===== src/common/pdp_mem_config.svh =====
/*
 * pdp_mem config
 * sizes, I/O page addresses and SRAM timing
 */
`ifndef PDP_MEM_CONFIG_SVH
`define PDP_MEM_CONFIG_SVH

// start of the I/O page in physical space
`define PDP_IOPAGE_BASE 18'o760000

// I/O page registers
`define PDP_SWR_ADDR    18'o777570
`define PDP_DISP_ADDR   18'o777572

// clocks per external SRAM access
`define PDP_SRAM_CYCLES 3

`define PDP_APB_AW      8

`endif


===== src/common/pdp_mem_pkg.sv =====
/*
 * pdp_mem_pkg
 * shared types for the PDP-11 memory path: addresses, MMU registers, abort info
 */
package pdp_mem_pkg;

   // processor virtual byte address
   typedef logic [15:0] vaddr_t;

   // 18-bit physical byte address
   typedef logic [17:0] paddr_t;

   typedef logic [15:0] word_t;

   // page base in 64-byte blocks
   typedef logic [11:0] par_t;

   typedef enum logic [1:0] {
      ACF_NONRES = 2'd0,
      ACF_RDONLY = 2'd1,
      ACF_RDWR   = 2'd3
   } acf_e;

   typedef struct packed {
      logic [6:0] plf;
      acf_e       acf;
   } pdr_t;

   typedef struct packed {
      logic       nonres;
      logic       length;
      logic       rdonly;
      logic [2:0] page;
   } abort_t;

endpackage


===== src/mmu/mmu.sv =====
/*
 * mmu
 * kernel-mode PDP-11 style MMU: eight PAR/PDR pairs and MMR0 on APB,
 * 16-bit virtual to 18-bit physical relocation and abort check
 */
`timescale 1ns/1ps
`include "pdp_mem_config.svh"

module mmu (
   input  logic                    sysclk,
   input  logic                    arst_n,
   input  logic [`PDP_APB_AW-1:0]  paddr,
   input  logic                    psel,
   input  logic                    penable,
   input  logic                    pwrite,
   input  pdp_mem_pkg::word_t      pwdata,
   output pdp_mem_pkg::word_t      prdata,
   output logic                    pready,
   output logic                    pslverr,
   input  pdp_mem_pkg::vaddr_t     vaddr,
   input  logic                    wr_cycle,
   input  logic                    abort_log,
   output pdp_mem_pkg::paddr_t     phys_addr,
   output logic                    abort
);
   import pdp_mem_pkg::*;

   localparam int aw = `PDP_APB_AW;

   par_t       par [8];
   pdr_t       pdr [8];
   logic       mmu_en;
   abort_t     mmr0_abort;

   logic       acc;
   logic       sel_par;
   logic       sel_pdr;
   logic       sel_mmr0;
   logic [2:0] reg_idx;

   logic [2:0] page;
   logic [6:0] block;
   par_t       reloc;
   abort_t     reason;

   // ------------------------------------------------------------
   // APB register decode
   assign acc      = psel && penable;
   assign reg_idx  = paddr[3:1];
   assign sel_par  = (paddr[aw-1:4] == 0) && !paddr[0];
   assign sel_pdr  = (paddr[aw-1:4] == 1) && !paddr[0];
   assign sel_mmr0 = (paddr == aw'('h20));

   assign pready  = acc;
   assign pslverr = acc && !(sel_par || sel_pdr || sel_mmr0);

   always_comb
   begin
      prdata = '0;
      if (sel_par)
         prdata = {4'b0, par[reg_idx]};
      else if (sel_pdr)
         prdata = {1'b0, pdr[reg_idx].plf, 5'b0, pdr[reg_idx].acf, 1'b0};
      else if (sel_mmr0)
         prdata = {mmr0_abort.nonres, mmr0_abort.length, mmr0_abort.rdonly,
                   9'b0, mmr0_abort.page, mmu_en};
   end

   always_ff @(posedge sysclk or negedge arst_n)
   begin
      if (!arst_n)
      begin
         for (int i = 0; i < 8; i++)
         begin
            par[i] <= '0;
            pdr[i] <= '0;
         end
         mmu_en     <= 1'b0;
         mmr0_abort <= '0;
      end
      else
      begin
         if (acc && pwrite)
         begin
            if (sel_par)
               par[reg_idx] <= pwdata[11:0];
            if (sel_pdr)
            begin
               pdr[reg_idx].plf <= pwdata[14:8];
               pdr[reg_idx].acf <= acf_e'(pwdata[2:1]);
            end
            if (sel_mmr0)
            begin
               mmu_en            <= pwdata[0];
               mmr0_abort.nonres <= pwdata[15];
               mmr0_abort.length <= pwdata[14];
               mmr0_abort.rdonly <= pwdata[13];
               mmr0_abort.page   <= pwdata[3:1];
            end
         end
         // a logged abort wins over a same-cycle MMR0 write
         if (abort_log)
            mmr0_abort <= reason;
      end
   end

   // ------------------------------------------------------------
   // relocation and abort check
   assign page  = vaddr[15:13];
   assign block = vaddr[12:6];
   assign reloc = par[page] + par_t'(block);

   always_comb
   begin
      reason.nonres = (pdr[page].acf == ACF_NONRES);
      reason.length = (block > pdr[page].plf);
      reason.rdonly = wr_cycle && (pdr[page].acf == ACF_RDONLY);
      reason.page   = page;
   end

   assign abort = mmu_en && (reason.nonres || reason.length || reason.rdonly);

   always_comb
   begin
      if (mmu_en)
         phys_addr = {reloc, vaddr[5:0]};
      else if (page == 3'b111)
         // top 8K of virtual space goes to the I/O page
         phys_addr = {2'b11, vaddr};
      else
         phys_addr = {2'b00, vaddr};
   end

endmodule


===== config.mk =====
export PLATFORM = sky130hd
export DESIGN_NAME = mmu
export DESIGN_NICKNAME = d
export VERILOG_FILES = /design/src/common/pdp_mem_pkg.sv /design/src/mmu/mmu.sv
export VERILOG_INCLUDE_DIRS = /design/src /design/src/common
export SDC_FILE = /design/constraint.sdc
export NUM_CORES = 1
export LEC_CHECK = 0
export ABC_CLOCK_PERIOD_IN_PS = 16800
export BUFFER_PORTS_ARGS = -buffer_cell sky130_fd_sc_hd__clkbuf_2
export CAP_MARGIN = 20
export CORE_UTILIZATION = 40
export DETAILED_ROUTE_END_ITERATION = 6
export GPL_TIMING_DRIVEN = 0
export PLACE_DENSITY_LB_ADDON = 0.2
export SYNTH_ARGS = -nofsm -noshare
export SYNTH_HDL_FRONTEND = slang
export SYNTH_SLANG_ARGS = --single-unit
export TNS_END_PERCENT = 20

===== constraint.sdc =====
create_clock -name sysclk -period 16.8 [get_ports sysclk]
set_input_delay 4.2 -clock sysclk [delete_from_list [all_inputs] [get_ports sysclk]]
set_output_delay 4.2 -clock sysclk [all_outputs]
set_load 0.03 [all_outputs]

# --- After elaboration in Yosys (flattened, before gate mapping) ---
# Index checks and enable logic that the tools add are counted.
op_classes:
  add_sub_neg: 1
  multipliers: 0
  n_div: 0
  magnitude_cmp: 4
  eq_ne: 4
  shifts: 0
  muxes: 29
  n_bitwise: 2
  n_reduce_logical: 22
ops:
  columns: ["cell", "n"]
  rows:
  - ["$bwmux W72", 2]
  - ["$bwmux W96", 1]
  - ["$bmux W12 S3", 2]
  - ["$mux W12", 5]
  - ["$bmux W9 S3", 2]
  - ["$demux W9 S3", 2]
  - ["$mux W16", 3]
  - ["$mux W9", 5]
  - ["$demux W12 S3", 1]
  - ["$mux W18", 2]
  - ["$mux W6", 3]
  - ["$add A12 B7 Y12", 1]
  - ["$eq A8 B6 Y1 const B", 1]
  - ["$ge A4 B4 Y1 const B", 2]
  - ["$logic_and A1 B1 Y1", 8]
  - ["$not A3 Y4", 2]
  - ["$reduce_and A2 Y1", 4]
  - ["$gt A7 B7 Y1", 1]
  - ["$eq A4 B1 Y1 const B", 1]
  - ["$logic_not A4 Y1", 1]
  - ["$logic_or A1 B1 Y1", 4]
  - ["$lt A4 B1 Y1 const B", 1]
  - ["$reduce_bool A2 Y1", 2]
  - ["$eq A3 B3 Y1 const B", 1]
  - ["other kinds (4)", 5]
word_totals:
  ff_bits: 175
  latch_bits: 0
  ram_bits: 0
  romBits: 0
  inputBits: 47
  word_cells: 91
  mem_count: 0

# --- Longest topological paths before layout ---
logic_depth:
  ltp_word: 8
  depth_mapped: 13

# --- Least setup slack after synthesis ---
# Ideal clock, no wire load.
synth_path:
  kind: "input to output"
  start: "in vaddr[13]"
  end: "out phys_addr[12]"
  arrival_time_ns: 7.602
  t_required_ns: 12.600
  path_slack_ns: 4.998
  cell_stages: 13
  path_cell_list: "buf_2 > buf_2 > buf_2 > mux4_2 > mux2_2 > ha_1 > inv_1 > fa_1 > nor2b_1 > o31a_1 > o21a_1 > o21a_1 > o31ai_1"
synth_via:
  elab_chain_len: 6
synth_rtl:
  columns: ["element", "line", "source"]
  rows:
  - ["start: declaration", "mmu.sv:20", "input pdp_mem_pkg::vaddr_t vaddr,"]
  - ["$not A3 Y4 (implied by the code)", "mmu.sv:111", "assign reloc = par[page] + par_t'(block);"]
  - ["$bmux W12 S3", "mmu.sv:111", null]
  - ["$mux W12 (implied by the code) (2 in a row)", "mmu.sv:111", null]
  - ["$add A12 B7 Y12", "mmu.sv:111", null]
  - ["$mux W18", "mmu.sv:125", "if (mmu_en)"]
  - ["end: declaration", "mmu.sv:23", "output pdp_mem_pkg::paddr_t phys_addr,"]
# No other way between the ends. The select of a mux whose other input is x is not followed.

# --- Worst setup path after layout ---
layout_path:
  start: "in vaddr[14]"
  end: "out phys_addr[17]"
layout_via:
  elab_chain_len: 6
  word_cells_on_any_way: 8
  classes_between: "add/sub (1); eq/ne (1); mux (5); bitwise (1)"
layout_rtl:
  columns: ["element", "line"]
  rows:
  - ["$not A3 Y4 (implied by the code)", "mmu.sv:111"]
  - ["$bmux W12 S3", "mmu.sv:111"]
  - ["$mux W12 (implied by the code) (2 in a row)", "mmu.sv:111"]
  - ["$add A12 B7 Y12", "mmu.sv:111"]
  - ["$mux W18 (*)", "mmu.sv:125"]
# Mark *: on every way between the ends. The rest lies on a longest branch, timed or not. The select of a mux whose other input is x is not followed.

==> flow_summary.yaml <==
floorplanning:
  core_area_sq_um: 24600
  num_io_pins: 84
  rows: 57
  dieWidth_um: 161
  die_area_sq_um: 26000
  start_util: 0.412
  die-height_um: 161
placed_design:
  dpl.hpwl_um: 20600
  gp_congestion: 0.832
  io_buffers: 75
logic_synthesis:
  seq_area_frac_synth: 0.432
  ys_types: 58
  avgSynthCellArea_sq_um: 13.7
  synth_top_cell_by_area: "dfrtp_1"
  syn-cell-area_sq_um: 10100
  async_flop_share: 1.00
  yosys.area.top_type_share: 0.432
  synth_edf_count: 0
  ys.flop_type: "dfrtp_1"
  synthTopCellsByArea: "dfrtp_1, mux2_2, mux2_4"
  yosysWarnings: 0
  netlist_instances: 738
  synth_nets: 800
  ys_seq_elements: 175
timing:
  slew_headroom: 0.323
  fin_crit_sh: 0.743
  max_freq_mhz: 80.1
  drv_slew: 0
  hold_viol_final: 0
  setup_tns_ns: 0
  clock_skew_ns: 0.00957
  tightest_slew_ns: 1.02
  min_period_ns: 12.48
  rsz0062_at_grt: "false"
  setup_viol: 0
setup_path:
  startpoint_type: "primary input"
  crit_type: "in -> out"
  cp.required_ns: 12.60
  arrival_ns: 8.28
  end_kind: "output port"
  path_max_fanout: 10
pwr:
  p_sw_frac: 0.259
  powerDensity_nw_per_um2: 83.1
  internal-power_uw: 714
  cellLeakagePower_nw: 5.57
  pwr-share-clk: 0.460
  p_sw_uw: 249
  vdd_ir_drop_max_mv: 0.0669
  seq_power_share: 0.450
  combPwrFrac: 0.090
drt:
  first_pass_iters: 5
  drt_wl_total_um: 30400
  route.detailed.drc: 0
  via_per_inst: 6.07
  antenna_left: 0
  vias: 7101
  routedWlPerCell_um: 26.0
  drt_iter0_drc: 634
cells_and_area:
  area_delta_synth_final_pct: 14.4
  n_fill_cell: 2204
  nets: 895
  final_common_cell: "dfrtp_1"
  post-route-util: 0.471
  drive_gt1_frac: 0.456
  mostFrequentLayoutCells: "dfrtp_1, mux2_2, clkbuf_2"
  diodes: 0
clock_network:
  ctsHoldBuffers: 0
  cts-root-buf: "clkbuf_16"
  clk_path_buf_depth: 2
  clk_pin_slew_ns: 0.06
  htree_levels: 4
  clk_latency_ns: 0.44
  cts_buffers: 17
  cts_setup_buffers: 0
  cts_tree: "built"
  cts_resized: 0
  cts.sinks: 175
global_routing:
  grt_overflow: 0
  grt_pass1_wl_um: 46700
  grt_pass1_vias: 7095
  track_usage: 0.245
  antenna_found_initial: 0
  grt_max_degree: 93
flow_run:
  maxCapViolations: 0
min_path:
  hold_class: "reg -> reg"
run_status:
  status: "finished, final reports clean"
-- path summary, 6_finish.rpt --
path,start,end,slack (ns),cells past startpoint
setup / recovery,vaddr[14],phys_addr[17],4.32,13
hold / removal,par[47]$_DFFE_PN0P_,par[47]$_DFFE_PN0P_,0.54,1
setup reg to reg,pdr[39]$_DFFE_PN0P_,mmr0_abort[4]$_DFFE_PN0P_,14.23,8
hold reg to reg,par[47]$_DFFE_PN0P_,par[47]$_DFFE_PN0P_,0.54,1
max in group asynchronous,arst_n,par[23]$_DFFE_PN0P_,12.10,2
min in group asynchronous,arst_n,pdr[40]$_DFFE_PN0P_,3.78,1
-- cell families (layout without fill, tap and decap cells) --
logic type	count (synthesis)	after routing	share of synthesized area
mux	247	247	0.344
xor+xnor	6	6	0.00519
compound gates	137	137	0.101
simple gates	93	93	0.0640
flops	175	175	0.432
fa+ha+maj	15	15	0.0193
buf+inv	65	173	0.0343
-- metal layers --
metal | track usage | wire (um) | up-vias
met4 | 0.0785 | 675 | 0
met2 | 0.376 | 14100 | 263
met1 | 0.360 | 14300 | 3713
met3 | 0.0295 | 1370 | 53
li1 | - | - | 3072
met5 | 0 | 0 | -
-- Yosys cell counts (14+ instances only) --
library cell and count:
buf_4 16, a22o_1 18, ha_1 14, a22oi_1 50, mux4_2 40, dfrtp_1 175
clkbuf_1 23, buf_2 16, mux2_2 116, mux2_4 73, nor2_1 18, mux2i_1 18
-- registers in the layout (all words and copies together), names as in the netlist --
signal      count
pdr            72
mmu_en          1
par            96
mmr0_abort      6
-- stage by stage --
stage,worst slack (ns),power (mW),instance area (sq um),std cells,hold slack (ns)
2_1_floorplan,5.00,0.489,10100,738,0.498
3_3_place_gp,4.31,0.528,10900,1137,0.515
3_5_place_dp,4.29,0.529,10900,1138,0.517
4_1_cts,4.29,0.966,11600,1170,0.536
5_1_grt,4.06,0.994,11600,1170,0.552
6_report,4.32,0.964,11600,1170,0.538
-- cell type report --
class	count	area, sq um	share of cell area
plain buffers	59	325	0.0281
clock buffers	17	425	0.0367
clock inverters	15	219	0.0189
inverters	6	22.5	0.00194
multi-input cells	498	5400	0.466
flip-flops and latches	175	4380	0.378
well taps	324	405	0.0350
repair buffers	76	412	0.0355
-- worst max-delay path, cell delays in order --
cell and delay, ns:
buf_4 0.18, buf_1 0.51, clkbuf_1 0.71, mux4_2 0.41, mux2i_1 0.38, inv_1 0.08
ha_1 0.28, a21oi_1 0.09, o211ai_1 0.31, o21ai_0 0.24, or4_1 0.54, nand3_1 0.12
clkbuf_2 0.21
-- power by group through the flow --
| stage | clock, mW | combinational (mW) | sequential [mW] |
|---|---|---|---|
| 2_1_floorplan | 0 | 0.0493 | 0.440 |
| 3_3_place_gp | 0 | 0.0857 | 0.442 |
| 3_5_place_dp | 0 | 0.0874 | 0.442 |
| 4_1_cts | 0.445 | 0.0875 | 0.434 |
| 5_1_grt | 0.466 | 0.0938 | 0.435 |
| 6_report | 0.443 | 0.0867 | 0.434 |
Note: power is estimated with default switching activity, not from simulation.
