==> config.mk <==
export PLATFORM = sky130hd
export DESIGN_NAME = bus_ctrl_flat
export DESIGN_NICKNAME = d
export VERILOG_FILES = /design/src/common/pdp_mem_pkg.sv /design/src/common/mem_bus_if.sv /design/src/verilog/bus_ctrl.sv /design/src/flat_wrapper.sv
export VERILOG_INCLUDE_DIRS = /design/src /design/src/common
export SDC_FILE = /design/constraint.sdc
export NUM_CORES = 1
export LEC_CHECK = 0
export BUFFER_PORTS_ARGS = -buffer_cell sky130_fd_sc_hd__buf_2
export CAP_MARGIN = 15
export CORE_MARGIN = 2
export CORE_UTILIZATION = 40
export CTS_BUF_LIST = sky130_fd_sc_hd__clkbuf_8
export DETAILED_ROUTE_END_ITERATION = 6
export PLACE_DENSITY = 0.79
export RECOVER_POWER = 100
export SLEW_MARGIN = 30
export SYNTH_ARGS = -nofsm -noshare
export SYNTH_HDL_FRONTEND = slang
export SYNTH_SLANG_ARGS = --single-unit
==> constraint.sdc <==
create_clock -name sysclk -period 4.2 [get_ports sysclk]
set_clock_uncertainty 0.2 [all_clocks]
set_input_delay 1.26 -clock sysclk [delete_from_list [all_inputs] [get_ports sysclk]]
set_output_delay 1.26 -clock sysclk [all_outputs]
set_load 0.01 [all_outputs]
==> src/common/pdp_mem_config.svh <==
/*
 * pdp_mem config
 * sizes, I/O page addresses and SRAM timing
 */
`ifndef PDP_MEM_CONFIG_SVH
`define PDP_MEM_CONFIG_SVH

// start of the I/O page in physical space
`define PDP_IOPAGE_BASE 18'o760000

// I/O page registers
`define PDP_SWR_ADDR    18'o777570
`define PDP_DISP_ADDR   18'o777572

// clocks per external SRAM access
`define PDP_SRAM_CYCLES 3

`define PDP_APB_AW      8

`endif

==> src/common/pdp_mem_pkg.sv <==
/*
 * pdp_mem_pkg
 * shared types for the PDP-11 memory path: addresses, MMU registers, abort info
 */
package pdp_mem_pkg;

   // processor virtual byte address
   typedef logic [15:0] vaddr_t;

   // 18-bit physical byte address
   typedef logic [17:0] paddr_t;

   typedef logic [15:0] word_t;

   // page base in 64-byte blocks
   typedef logic [11:0] par_t;

   typedef enum logic [1:0] {
      ACF_NONRES = 2'd0,
      ACF_RDONLY = 2'd1,
      ACF_RDWR   = 2'd3
   } acf_e;

   typedef struct packed {
      logic [6:0] plf;
      acf_e       acf;
   } pdr_t;

   typedef struct packed {
      logic       nonres;
      logic       length;
      logic       rdonly;
      logic [2:0] page;
   } abort_t;

endpackage

==> src/common/mem_bus_if.sv <==
/*
 * mem_bus_if
 * one physical memory cycle between the bus controller and the SRAM controller
 */
`timescale 1ns/1ps

interface mem_bus_if;
   import pdp_mem_pkg::*;

   paddr_t     addr;
   word_t      wdata;
   word_t      rdata;
   logic       rd;
   logic       wr;
   // byte enables, bit 1 is the upper lane
   logic [1:0] be;
   logic       done;

   // requester side, holds rd or wr until done
   modport ctrl (
      output addr,
      output wdata,
      output rd,
      output wr,
      output be,
      input  rdata,
      input  done
   );

   modport mem (
      input  addr,
      input  wdata,
      input  rd,
      input  wr,
      input  be,
      output rdata,
      output done
   );

endinterface

==> src/verilog/bus_ctrl.sv <==
/*
 * bus_ctrl
 * runs one processor cycle at a time: SRAM, I/O page registers or error
 */
`timescale 1ns/1ps
`include "pdp_mem_config.svh"

module bus_ctrl (
   input  logic                 sysclk,
   input  logic                 arst_n,
   input  pdp_mem_pkg::vaddr_t  bus_addr,
   input  pdp_mem_pkg::word_t   bus_wdata,
   output pdp_mem_pkg::word_t   bus_rdata,
   input  logic                 bus_rd,
   input  logic                 bus_wr,
   input  logic                 bus_byte_op,
   output logic                 bus_ack,
   output logic                 bus_error,
   output pdp_mem_pkg::vaddr_t  vaddr,
   output logic                 wr_cycle,
   input  pdp_mem_pkg::paddr_t  paddr,
   input  logic                 abort,
   output logic                 abort_log,
   input  logic [15:0]          switches,
   output logic [7:0]           led,
   mem_bus_if.ctrl              mem
);
   import pdp_mem_pkg::*;

   localparam paddr_t iopage_base = `PDP_IOPAGE_BASE;
   localparam paddr_t swr_addr    = `PDP_SWR_ADDR;
   localparam paddr_t disp_addr   = `PDP_DISP_ADDR;

   typedef enum logic [1:0] {idle, decode, ram_wait, finish} state_e;

   state_e state;
   paddr_t pa_q;
   logic   wr_q;
   logic   byte_q;
   logic   abort_q;
   logic   sel_ram;
   logic   sel_swr;
   logic   sel_disp;
   logic   ram_req;

   assign vaddr    = bus_addr;
   assign wr_cycle = bus_wr;

   assign sel_ram  = (pa_q < iopage_base);
   assign sel_swr  = (pa_q[17:1] == swr_addr[17:1]);
   assign sel_disp = (pa_q[17:1] == disp_addr[17:1]);

   assign abort_log = (state == decode) && abort_q;

   // memory request held from decode until done
   assign ram_req   = ((state == decode) || (state == ram_wait)) && sel_ram && !abort_q;
   assign mem.rd    = ram_req && !wr_q;
   assign mem.wr    = ram_req && wr_q;
   assign mem.addr  = pa_q;
   assign mem.wdata = byte_q ? {2{bus_wdata[7:0]}} : bus_wdata;
   assign mem.be    = (!byte_q || !wr_q) ? 2'b11 : (pa_q[0] ? 2'b10 : 2'b01);

   always_ff @(posedge sysclk or negedge arst_n)
   begin
      if (!arst_n)
      begin
         state     <= idle;
         wr_q      <= 1'b0;
         byte_q    <= 1'b0;
         abort_q   <= 1'b0;
         bus_ack   <= 1'b0;
         bus_error <= 1'b0;
         led       <= '0;
      end
      else
      begin
         case (state)
            idle:
            begin
               if (bus_rd || bus_wr)
               begin
                  wr_q    <= bus_wr;
                  byte_q  <= bus_byte_op;
                  abort_q <= abort;
                  state   <= decode;
               end
            end
            decode:
            begin
               if (abort_q || !(sel_ram || sel_swr || sel_disp))
                  bus_error <= 1'b1;
               else if (!sel_ram)
               begin
                  bus_ack <= 1'b1;
                  // led shows the low byte only
                  if (wr_q && sel_disp && (!byte_q || !pa_q[0]))
                     led <= bus_wdata[7:0];
               end
               state <= (sel_ram && !abort_q) ? ram_wait : finish;
            end
            ram_wait:
            begin
               if (mem.done)
               begin
                  bus_ack <= 1'b1;
                  state   <= finish;
               end
            end
            default:
            begin
               bus_ack   <= 1'b0;
               bus_error <= 1'b0;
               state     <= idle;
            end
         endcase
      end
   end

   always_ff @(posedge sysclk)
   begin
      if ((state == idle) && (bus_rd || bus_wr))
         pa_q <= paddr;
      if ((state == decode) && !wr_q)
      begin
         if (sel_swr)
            bus_rdata <= switches;
         else if (sel_disp)
            bus_rdata <= {8'h00, led};
      end
      if ((state == ram_wait) && mem.done)
         bus_rdata <= mem.rdata;
   end

endmodule

==> src/flat_wrapper.sv <==
// flat-port wrapper written by rule: the top's interface ports become plain ports
module bus_ctrl_flat import pdp_mem_pkg::*;
  (sysclk, arst_n, bus_addr, bus_wdata, bus_rdata, bus_rd, bus_wr, bus_byte_op, bus_ack, bus_error, vaddr, wr_cycle, paddr, abort, abort_log, switches, led, mem_addr, mem_wdata, mem_rd, mem_wr, mem_be, mem_rdata, mem_done);
  mem_bus_if mem_i ();
  input  logic sysclk;
  input  logic arst_n;
  input  pdp_mem_pkg::vaddr_t bus_addr;
  input  pdp_mem_pkg::word_t bus_wdata;
  output pdp_mem_pkg::word_t bus_rdata;
  input  logic bus_rd;
  input  logic bus_wr;
  input  logic bus_byte_op;
  output logic bus_ack;
  output logic bus_error;
  output pdp_mem_pkg::vaddr_t vaddr;
  output logic wr_cycle;
  input  pdp_mem_pkg::paddr_t paddr;
  input  logic abort;
  output logic abort_log;
  input  logic [15:0] switches;
  output logic [7:0] led;
  output wire logic [$bits(mem_i.addr)-1:0] mem_addr;
  output wire logic [$bits(mem_i.wdata)-1:0] mem_wdata;
  output wire logic [$bits(mem_i.rd)-1:0] mem_rd;
  output wire logic [$bits(mem_i.wr)-1:0] mem_wr;
  output wire logic [$bits(mem_i.be)-1:0] mem_be;
  input wire logic [$bits(mem_i.rdata)-1:0] mem_rdata;
  input wire logic [$bits(mem_i.done)-1:0] mem_done;
  assign mem_addr = mem_i.addr;
  assign mem_wdata = mem_i.wdata;
  assign mem_rd = mem_i.rd;
  assign mem_wr = mem_i.wr;
  assign mem_be = mem_i.be;
  assign mem_i.rdata = mem_rdata;
  assign mem_i.done = mem_done;
  bus_ctrl u_core (.sysclk(sysclk), .arst_n(arst_n), .bus_addr(bus_addr), .bus_wdata(bus_wdata), .bus_rdata(bus_rdata), .bus_rd(bus_rd), .bus_wr(bus_wr), .bus_byte_op(bus_byte_op), .bus_ack(bus_ack), .bus_error(bus_error), .vaddr(vaddr), .wr_cycle(wr_cycle), .paddr(paddr), .abort(abort), .abort_log(abort_log), .switches(switches), .led(led), .mem(mem_i));
endmodule
* Word-level counts from Yosys, hierarchy flattened
Cells that the tools add are included.
Word-level totals: register bits after elaboration 49, input bits 89, output and inout bits 82, logic and storage cells 73
Operators by class: order comparisons 1, equality and inequality tests 9, muxes and demuxes 17, bitwise logic cells 4, reductions and logical operators 33
Operators by type and width (count):
- 16-bit 2-to-1 mux | 5
- 17-bit == test (second input constant) | 2
- 18-bit less-than comparator (second input constant) | 1
- 1-bit logical AND | 11
- 2-bit 2-to-1 mux | 4
- 2-bit inequality test (second input constant) | 4
- 2-bit AND reduction | 4
- 4-bit AND reduction | 2
- 1-bit logical OR | 7
- 2-bit case mux with 3 select lines | 1
- 1-bit zero test | 5
- 1-bit 2-to-1 mux | 5
- 1-bit inverter | 4
- 1-bit case mux with 3 select lines | 1
- 3-bit nonzero test | 1
- 2-bit by 1-bit == test with 1-bit output (second input constant) | 1
- 2-bit == test (second input constant) | 1
- 2-bit zero test | 1
- 2-bit by 1-bit inequality test with 1-bit output (second input constant) | 1
- 1-bit case mux with 2 select lines | 1
- 2-bit nonzero test | 1
- 2-bit OR reduction | 1

* Longest topological paths before layout
word-level depth 7, gate-level depth with buffers 6, mapped depth without buffers 6

* Worst setup path after synthesis
Ideal clock, no wire load.
path kind reg-to-reg, start point register u_core.pa_q[7] (netlist: u_core.mem.addr[7]), end point register u_core.bus_rdata[0] (enable), library setup time 0.435 ns, arrival 2.960 ns, required time 3.565 ns, setup slack 0.605 ns, stages on the path, launching flop included 5, path buffers 1, clock period less this slack 3.595 ns, path through edfxtp_1 nand4b_4 or3_4 clkbuf_1 o41ai_1
On the way: word-level cells in the longest chain between the ends 3, elaborated cells on any way between the ends 4, those cells by class eq/ne (2); reduce/logical (2)
Ends and longest elaborated chain:
- start: declaration | RTL line bus_ctrl.sv:37 | paddr_t pa_q;
- start signal: assignment | RTL line bus_ctrl.sv:122 | pa_q <= paddr;
- 17-bit == test, on equally long branches | RTL line bus_ctrl.sv:51, bus_ctrl.sv:50
- 3-bit nonzero test (no source line) *
- 2-bit AND reduction (no source line) *
- end signal: assignment | RTL line bus_ctrl.sv:126 | bus_rdata <= switches;
- end signal: assignment | RTL line bus_ctrl.sv:128 | bus_rdata <= {8'h00, led};
- end signal: assignment | RTL line bus_ctrl.sv:131 | bus_rdata <= mem.rdata;
- end: declaration | RTL line bus_ctrl.sv:13 | output pdp_mem_pkg::word_t bus_rdata,
Mark *: on every way between the ends. The rest lies on a longest branch, timed or not. A chain may end at the register's enable or synchronous reset.

* Worst setup path in the final report
start point register u_core.pa_q[17] (netlist: u_core.mem.addr[17]), end point register u_core.led[1]
On the way: word-level cells in the longest chain between the ends 7, elaborated cells on any way between the ends 12, those cells by class order compare (1); eq/ne (2); bitwise (2); reduce/logical (7)
Ends and longest elaborated chain:
- 18-bit less-than comparator or 17-bit == test (tied branches) | RTL line bus_ctrl.sv:49, bus_ctrl.sv:50
- 1-bit logical OR (2 in series) | RTL line bus_ctrl.sv:90 | if (abort_q || !(sel_ram || sel_swr || sel_disp))
- 1-bit zero test | RTL line bus_ctrl.sv:90
- 1-bit logical OR | RTL line bus_ctrl.sv:90
- 1-bit inverter (no source line)
- 4-bit AND reduction (no source line) *
- end signal: assignment | RTL line bus_ctrl.sv:97 | led <= bus_wdata[7:0];
- end: declaration | RTL line bus_ctrl.sv:25 | output logic [7:0] led,
Marks and branches as above.

==> results.md <==
- Status: complete, but fails checks
- Failing checks: capacitance limit, slew limit
- Core ar.: 5960 um2
- CP delay by family, top: compound AO/OA/AOI/OAI gates
- Share of cells above drive strength 1: 0.300
- Class of the worst hold path: flop to flop
- Via count: 2,008
- Die height: 82.9 um
- Post-layout instance area: 3050 um2
- DR iter-0 viols: 75
- Sum Neg Setup Slack: 0 ns
- Seq/Total Area, Yosys: 0.560
- Cts bufs inserted: 5
- Worst EP required: between 4 and 5 ns
- Antenna-violating nets left: 0
- Slew Limit Headroom: -0.256
- First-pass GRT wire length: 9790 um
- Critical path class: flop to flop
- Most common cell after layout, fill and taps aside: buf_2
- Io pins: 171
- RSZ-0062 raised after global routing: false
- Final Slew Violations: 9
- Clk slew on worst S/H paths: ~0.090 ns
- Post-Syn Instances: 209
- Die Wd: roughly 83 um
- Post-CTS setup buffers: 0
- DRC errors left: 0
- Flop-to-flop setup slack: roughly 0.76 ns
- CTS Sinks: 49
- Number of diodes: 0
- Total die area: slightly below 7000 um2
- WL per Instance: 15.4 um
- Final setup fails: 0
- Yosys reg bits: 49
- Yosys warning total: 0
- Critical path cell sequence: and4_1 -> nand3_1 -> a2111oi_1 -> mux2_2
- TritonRoute pass-1 iters: 4
- Crit path max-delay cell type: a2111oi_1
- Largest net degree at the start of global routing: 26
- GPL Wtd Cong: 0.789
- Post-layout instance count excluding filler cells: 398
- Final worst path period share: 0.820
- Area after DPL: around 3100 um2
- IO Port Bufs: 138
- Slowest stage delay, CP: 1.68 ns
- Utilization after layout: 0.512
- Final nets: 415
- Dpl hpwl: 4790 um
- Post-placement cell count: 390
- Max_cap viols: 1
- Vias in the first global route: ~2,000
- Startpoint class of the critical path: flop
- Num rows: 28
- Initial antenna violation count: 0
- CP arrival: 3.43 ns
- PwrDens: 524 nW/um2
- Lkg Pwr: around 0.0013 uW
- Most frequent cells in the layout: 70 x buf_2, 69 x clkbuf_1, 34 x edfxtp_1
- Hold Vio Cnt, Final: 0
- Worst-path maximum fanout: 12
- Worst slew pin tran: 1.88 ns
- Clk_lat worst skew: about 0.30 ns
- Max Fclk: slightly below 300 MHz
- Syn_nets: 302
- Detailed Route WL: 6110 um
- Post-cts resize count: 0
- Buf+Inv Stages, Crit Path: 0
- CTS tree: built
- Hold-fix buffers, CTS: 0
- GRT Total Usage: 0.176
- Area delta synth->final: 22.4%
- Clk root buf: clkbuf_8
- Initial Util: 0.418
- DR vias/cell: 5.05
- Worst IR Drop VDD: between 0.0003 and 0.0004 V
- CP Capture Type: flop
- Syn avg cell area: 11.9 um2
- Library cells used by synthesis: 37
- Final min period: 3.44 ns
- Mapped Area: 2490 um2
- H-tree levels: 2
- Worst-case clock buffer depth: 2
- Grt ovf: 0
[layer usage]
layer	global-route usage	vias to the layer above	share of wire
li1	-	972	-
met1	0.208	917	0.41
met2	0.295	106	0.47
met3	0.0686	13	0.097
met4	0.0596	0	0.016
met5	0	-	0
[flip-flops by register name (all words and copies together), names as in the netlist]
| register | flops |
|---|---|
| u_core.byte_q | 1 |
| u_core.abort_q | 1 |
| u_core.bus_error | 1 |
| u_core.led | 8 |
| u_core.wr_q | 1 |
| u_core.mem.addr | 18 |
| u_core.bus_rdata | 16 |
| u_core.bus_ack | 1 |
| u_core.state | 2 |
[worst paths after layout]
check	cells after the start	endpoint	startpoint
min in group asynchronous	1	u_core.led[2]	arst_n
max in group asynchronous	1	u_core.bus_error	arst_n
worst min register to register	1	u_core.led[5]	u_core.led[5]
worst min-delay path	1	u_core.led[5]	u_core.led[5]
worst max register to register	4	u_core.led[1]	u_core.mem.addr[17]
worst max-delay path	4	u_core.led[1]	u_core.mem.addr[17]
[cell type report]
type / count / area [um2]
flip-flops and latches: 49 / 1400
clock inverters: 3 / 21.3
inverters: 6 / 22.5
repair buffers: 139 / 609
fillers: 574 / 2910
well taps: 75 / 93.8
multi-input cells: 121 / 838
clock buffers: 5 / 68.8
[cells in the mapped netlist]
master     number  area, um2
and4_1          2       17.5
buf_4          25        188
and3_1          2       12.5
clkinv_1        1       3.75
a21oi_1         1       5.00
nor2_1         12       45.0
o41ai_1         1       8.76
nand3b_1        1       7.51
nand4b_1        1       8.76
nand3_1         5       25.0
a31oi_1         8       50.1
a221oi_1        1       8.76
a211oi_1        1       7.51
nand2_1        22       82.6
o31ai_1         8       60.1
o21a_1          1       7.51
edfxtp_1       34       1020
inv_1           5       18.8
a21o_1          1       7.51
nand4b_4        1       23.8
nor3_2          1       10.0
o21ai_0        10       50.1
or3_4           1       11.3
ha_1            4       50.1
nand4_1         8       50.1
clkbuf_1        7       26.3
o211ai_1        1       7.51
and2_1          2       12.5
dfrtp_1        15        375
nand2b_1        1       6.26
a22o_1          1       8.76
a2111oi_4       1       27.5
nor2b_1         1       6.26
nor4b_1         2       17.5
buf_1           1       3.75
nor4_1          1       6.26
mux2_2         19        214
[power by group]
group	switching, uW	internal (uW)
Sequential	102	664
Clock	159	118
Combinational	327	228
[stage by stage]
| step | hold WS [ns] | total power [uW] | worst slack, ns |
|---|---|---|---|
| floorplan | 0.331 | 1150 | 0.605 |
| global placement | 0.330 | 1360 | 0.991 |
| detailed placement | 0.328 | 1380 | 0.972 |
| CTS | 0.352 | 1660 | 0.972 |
| global route | 0.381 | 1720 | 0.564 |
| finish | 0.334 | 1600 | 0.757 |
[cells by family (layout without fill, tap and decap cells)]
logic type	count (synthesis)	count (layout)	synth area share
and+or+nand+nor	63	63	0.138
DFF	49	49	0.560
buffers and inverters	39	153	0.0964
AOI/OAI and AO/OA	35	35	0.0999
muxes	19	19	0.0858
adders and majority gates	4	4	0.0201
No activity file was read; power rests on OpenSTA's default activity.
